File: config.mk
export PLATFORM = sky130hd
export DESIGN_NAME = pma_stats
export DESIGN_NICKNAME = d
export VERILOG_FILES = /design/src/design/pma_pkg.sv /design/src/design/pma_stats.sv
export SDC_FILE = /design/constraint.sdc
export NUM_CORES = 1
export LEC_CHECK = 0
export ABC_AREA = 1
export BUFFER_PORTS_ARGS = -buffer_cell sky130_fd_sc_hd__buf_2
export CAP_MARGIN = 40
export CORE_ASPECT_RATIO = 1.2
export CORE_UTILIZATION = 35
export DETAILED_ROUTE_END_ITERATION = 7
export GPL_TIMING_DRIVEN = 0
export PLACE_DENSITY = 0.64
export SLEW_MARGIN = 15
export SYNTH_ARGS = -nofsm -noshare
export SYNTH_HDL_FRONTEND = slang
export SYNTH_SLANG_ARGS = --single-unit
File: constraint.sdc
create_clock -name clk -period 4.5 [get_ports clk]
set_input_delay 1.125 -clock clk [delete_from_list [all_inputs] [get_ports clk]]
set_output_delay 1.125 -clock clk [all_outputs]
set_load 0.02 [all_outputs]
File: src/design/pma_pkg.sv
// Shared types for the PMA checker
// Region table holds at most MAX_REGIONS entries, indexed with IDX_W bits
// Statistics counters saturate at their all-ones value

`default_nettype none

package pma_pkg;

  localparam int MAX_REGIONS = 16;
  localparam int IDX_W       = 4;
  localparam int CNT_W       = 16;
  localparam int ADDR_W      = 32;

  // Access kind, 2'b11 is not a legal encoding
  typedef enum logic [1:0] {
    ACC_READ  = 2'd0,
    ACC_WRITE = 2'd1,
    ACC_EXEC  = 2'd2
  } access_e;

  // Address matches when (addr & mask) == (base & mask)
  typedef struct packed {
    logic [ADDR_W-1:0] base;
    logic [ADDR_W-1:0] mask;
    logic              valid;
    logic              readable;
    logic              writable;
    logic              executable;
  } pma_region_t;

  typedef struct packed {
    logic [ADDR_W-1:0] addr;
    access_e           kind;
  } trans_t;

  // Lookup result, bits of match_list at or above NUM_REGIONS stay zero
  typedef struct packed {
    logic [MAX_REGIONS-1:0] match_list;
    logic                   have_match;
    logic [IDX_W-1:0]       match_idx;
  } pma_status_t;

  typedef struct packed {
    logic             fault;
    logic             have_match;
    logic [IDX_W-1:0] match_idx;
  } pma_resp_t;

  typedef struct packed {
    logic [CNT_W-1:0] nomatch;
    logic [CNT_W-1:0] single;
    logic [CNT_W-1:0] multi;
  } pma_stats_t;

endpackage

`default_nettype wire
File: src/design/pma_stats.sv
// Lookup statistics, updated once per accepted transaction
// Counters saturate, region_hit bits are sticky until reset
// Number of matches comes from a popcount of match_list

`timescale 1ns/1ns
`default_nettype none

module pma_stats
  import pma_pkg::*;
#(
  parameter int NUM_REGIONS = MAX_REGIONS
) (
  input  logic                   clk,
  input  logic                   arst_n,
  input  logic                   activate,
  input  pma_status_t            status,
  output pma_stats_t             stats,
  output logic [NUM_REGIONS-1:0] region_hit
);

  // Wide enough to hold MAX_REGIONS
  logic [IDX_W:0] num_matches;

  always_comb begin
    num_matches = '0;
    for (int i = 0; i < NUM_REGIONS; i++) begin
      num_matches = num_matches + (IDX_W + 1)'(status.match_list[i]);
    end
  end

  // Three-way classification, each counter stops at all ones
  always_ff @(posedge clk or negedge arst_n) begin
    if (!arst_n) begin
      stats <= '0;
    end else if (activate) begin
      if (num_matches == '0) begin
        if (stats.nomatch != '1) begin
          stats.nomatch <= stats.nomatch + 1'b1;
        end
      end else if (num_matches == (IDX_W + 1)'(1)) begin
        if (stats.single != '1) begin
          stats.single <= stats.single + 1'b1;
        end
      end else begin
        if (stats.multi != '1) begin
          stats.multi <= stats.multi + 1'b1;
        end
      end
    end
  end

  // Mark the region that was selected, not every overlapping one
  always_ff @(posedge clk or negedge arst_n) begin
    if (!arst_n) begin
      region_hit <= '0;
    end else if (activate && status.have_match) begin
      for (int i = 0; i < NUM_REGIONS; i++) begin
        if (status.match_idx == IDX_W'(i)) begin
          region_hit[i] <= 1'b1;
        end
      end
    end
  end

  // Counters only ever move up, hit bits never clear
  a_monotonic: assert property (
    @(posedge clk) disable iff (!arst_n)
    (stats.nomatch >= $past(stats.nomatch)) &&
    (stats.single >= $past(stats.single)) &&
    (stats.multi >= $past(stats.multi)) &&
    ((region_hit & $past(region_hit)) == $past(region_hit))
  ) else $error("statistics decreased");

endmodule

`default_nettype wire

==> results by group <==
Logic synthesis
  – Adder-Cell Fraction of Synth Area: 7.491%
  – Synth Area in Compound Gates: 4.713%
  – Synth Area in Simple Gates: 33.33%
  – Mux contribution to synthesized area: 0%
  – Leading area contributor after synthesis: dfrtp_1
  – Sequential fraction of the synthesis area: 39.95%
  – Syn Inst Count: 496
  – Synth Area per Inst: 8.082 um2
  – Post-Syn Area: 4009 um2
  – Synth Warn #: 0
  – Syn Nets: 538
  – Synth Area in XOR/XNOR: 7.647%
  – Distinct cells, synth: 29
  – Fraction of post-synthesis cell area in the top cell type by area: 39.95%
  – #FFs+latches synth: 64
  – Area contributors post-synth: dfrtp_1 (40%), nand2_1 (14%), nand3_1 (7.9%)
  – Largest family of logic cells by synthesized area: simple AND/OR/NAND/NOR gates

Critical path
  – Startpoint types: input pin
  – CP required: 4720 ps
  – Worst path arrival time: 4960 ps
  – Worst setup EP type: flip-flop
  – CP Max Fanout: 5
  – Worst setup path category: in2reg
  – FF-to-FF setup slack: 2470 ps

Placement
  – RePlAce Congestion: 0.8124
  – Dpl cells: 738
  – Post-DP HPWL: 7032 um
  – Placed cell areas: 4725 um2
  – # port buffers: 87

Cells and area
  – Nets: 663
  – Area of the multi-input gates: 2409 um2
  – Design area: 5609 um2
  – Sequential Area: 1602 um2
  – Area grow syn2layout: 39.92%
  – Fill count: 1031
  – Layout cells sized above 1: 38.18%
  – Final std cells w/o fill: 780
  – Post-layout util: 50.59%
  – ANT cells: 0

Power and ir drop
  – Max VDD drop: 289.2 uV
  – Leak: 0.002802 uW
  – Pwr Total: 3102 uW
  – P per Cell Area: 552.9 nW/um2

Routing
  – WL/cell: 13.12 um
  – Via density: 4.818
  – Starting DRT DRC Count: 221
  – Uppermost layer routed: met4
  – DRT Pass-1 Iters: 6
  – Met2 WL: 5369 um
  – Final wirelength: 10240 um
  – Post-Route M1 WL: 4274 um
  – Drc violations: 0
  – DRT antenna net count: 0
  – DR vias: 3758
  – Met3 wire length: 382 um

Clock tree
  – Sink Count: 64
  – Number of hold buffers added after cts: 0
  – CTS max path bufs: 2
  – Reg clk slew, reported paths: 50 ps
  – CTS root buf: clkbuf_16
  – CTS tree: built
  – H-tree Lvls: 3
  – Total CTS buffers: 9
  – Clock Latency Late Sink: 330 ps

Floorplanning
  – Die area: 11890 um2
  – # IOs: 88
  – Die X: 99.70 um
  – Die Y: 119.2 um
  – Initial Util: 36.15%
  – Row count: 42
  – Area of the core: 11090 um2

GRT
  – First-pass GRT wire length: 17060 um
  – Vias in the first global route: 3685
  – GRT Total Usage: 18.10%
  – Initial antenna violation count: 0
  – Grt total ovfl: 0
  – Largest net degree at the start of global routing: 36

STA
  – Min cycle time layout: 4737 ps
  – Slew HR: 63.90%
  – # setup viols final: 48
  – Worst clock skew: 5.955 ps
  – Final critical-path share of the clock period: 105.3%
  – Slew @ Worst Pin: 541.5 ps
  – Slew Limit Fails: 0
  – Setup WS post-layout: -236.6 ps
  – Setup TNS: -8568 ps
  – Unrepaired setup endpoints after global routing: true
  – Final Hold Vio Count: 0
  – Fmax achieved: 211.1 MHz

Status
  – Failing checks: setup timing
  – Outcome: finished with violations

Worst hold path
  – Worst hold path type: reg2reg

Job
  – Max-cap violations: 0
## per-stage QoR
stage	hold slack [ps]	worst slack, ps
final	461.4	-236.6
after global routing	479.6	-365.8
after CTS	465.4	-199.2
after detailed placement	452.8	-720.8
after global placement	442.0	-635.0
after floorplan	565.5	-338.7
## area by class of cell
class | instances | share of cell area [%]
repair buffers | 115 | 13.85
multi-input cells | 369 | 42.94
inverters | 54 | 3.703
clock buffers | 12 | 4.751
plain buffers | 8 | 1.428
clock inverters | 4 | 1.338
well taps | 154 | 3.435
flip-flops and latches | 64 | 28.55
## flip-flops by register name, indices dropped and copies added (netlist names)
name	cells
region_hit	16
stats	48
## kinds of logic (layout without fill, tap and decap cells)
| logic type | count (synthesis) | in the layout |
|---|---|---|
| flops | 64 | 64 |
| xor+xnor | 35 | 35 |
| simple gates | 291 | 291 |
| fa+ha+maj | 18 | 18 |
| buf+inv | 63 | 193 |
| compound gates | 25 | 25 |
## final timing paths
| path | start | to | cells past startpoint |
|---|---|---|---|
| worst min register to register | region_hit[4]$_DFFE_PN0P_ | region_hit[4]$_DFFE_PN0P_ | 1 |
| worst max-delay path | status[16] | stats[42]$_DFFE_PN0P_ | 21 |
| min in group asynchronous | arst_n | stats[25]$_DFFE_PN0P_ | 1 |
| worst max register to register | stats[32]$_DFFE_PN0P_ | stats[39]$_DFFE_PN0P_ | 7 |
| worst min-delay path | region_hit[4]$_DFFE_PN0P_ | region_hit[4]$_DFFE_PN0P_ | 1 |
| max in group asynchronous | arst_n | stats[21]$_DFFE_PN0P_ | 2 |
## per-layer routing
metal  vias up  GRT usage (%)
met5         -              0
met4         0          6.526
met3        17          3.932
met2        96          31.47
met1      1792          21.76
li1       1853              -
## critical path: stages
cell and delay, ps:
buf_6 90, fa_1 520, inv_1 50, fa_1 500, inv_2 40, fa_1 470
inv_1 50, fa_1 490, inv_2 50, ha_4 150, fa_2 420, inv_2 80
nand3_4 90, nor2_4 120, inv_2 70, buf_6 120, nor3_4 220, buf_4 170
nand2_1 40, nand2_1 60, nand2_1 40
## cell usage in the layout, fill, tap and decap left out, drive strengths merged, types with 10 or more instances in the layout
master  count
inv        53
xnor2      16
buf       122
nor2       42
nand2     154
nor3       14
a31o       10
dfrtp      64
nand4      10
xor2       19
clkbuf     13
fa         10
nand3      68
## power breakdown
group / leakage (uW) / switching, uW / internal, uW
clock: 0.000161 / 256 / 530
sequential: 0.000842 / 78.3 / 651
combinational: 0.00180 / 862 / 724
## synth_stat cells (all sizes together)
library cell,n
fa,10
nor3,14
xnor2,16
clkinv,1
nand2,154
ha,8
nand3b,3
a21o,6
a31o,10
clkbuf,1
nand4,10
xor2,19
nand3,68
o21ai,7
a21oi,2
buf,8
inv,53
nor2,42
dfrtp,64
## repair_timing
action                                 in CTS  in global routing
cloned                                      5                  1
pin swaps                                  13                 19
setup buffers                              17                  4
endpoints found under the hold margin       0                  0
resized for setup                          44                 54
setup endpoints to repair                  48                 48
Note: power is estimated with default switching activity, not from simulation.
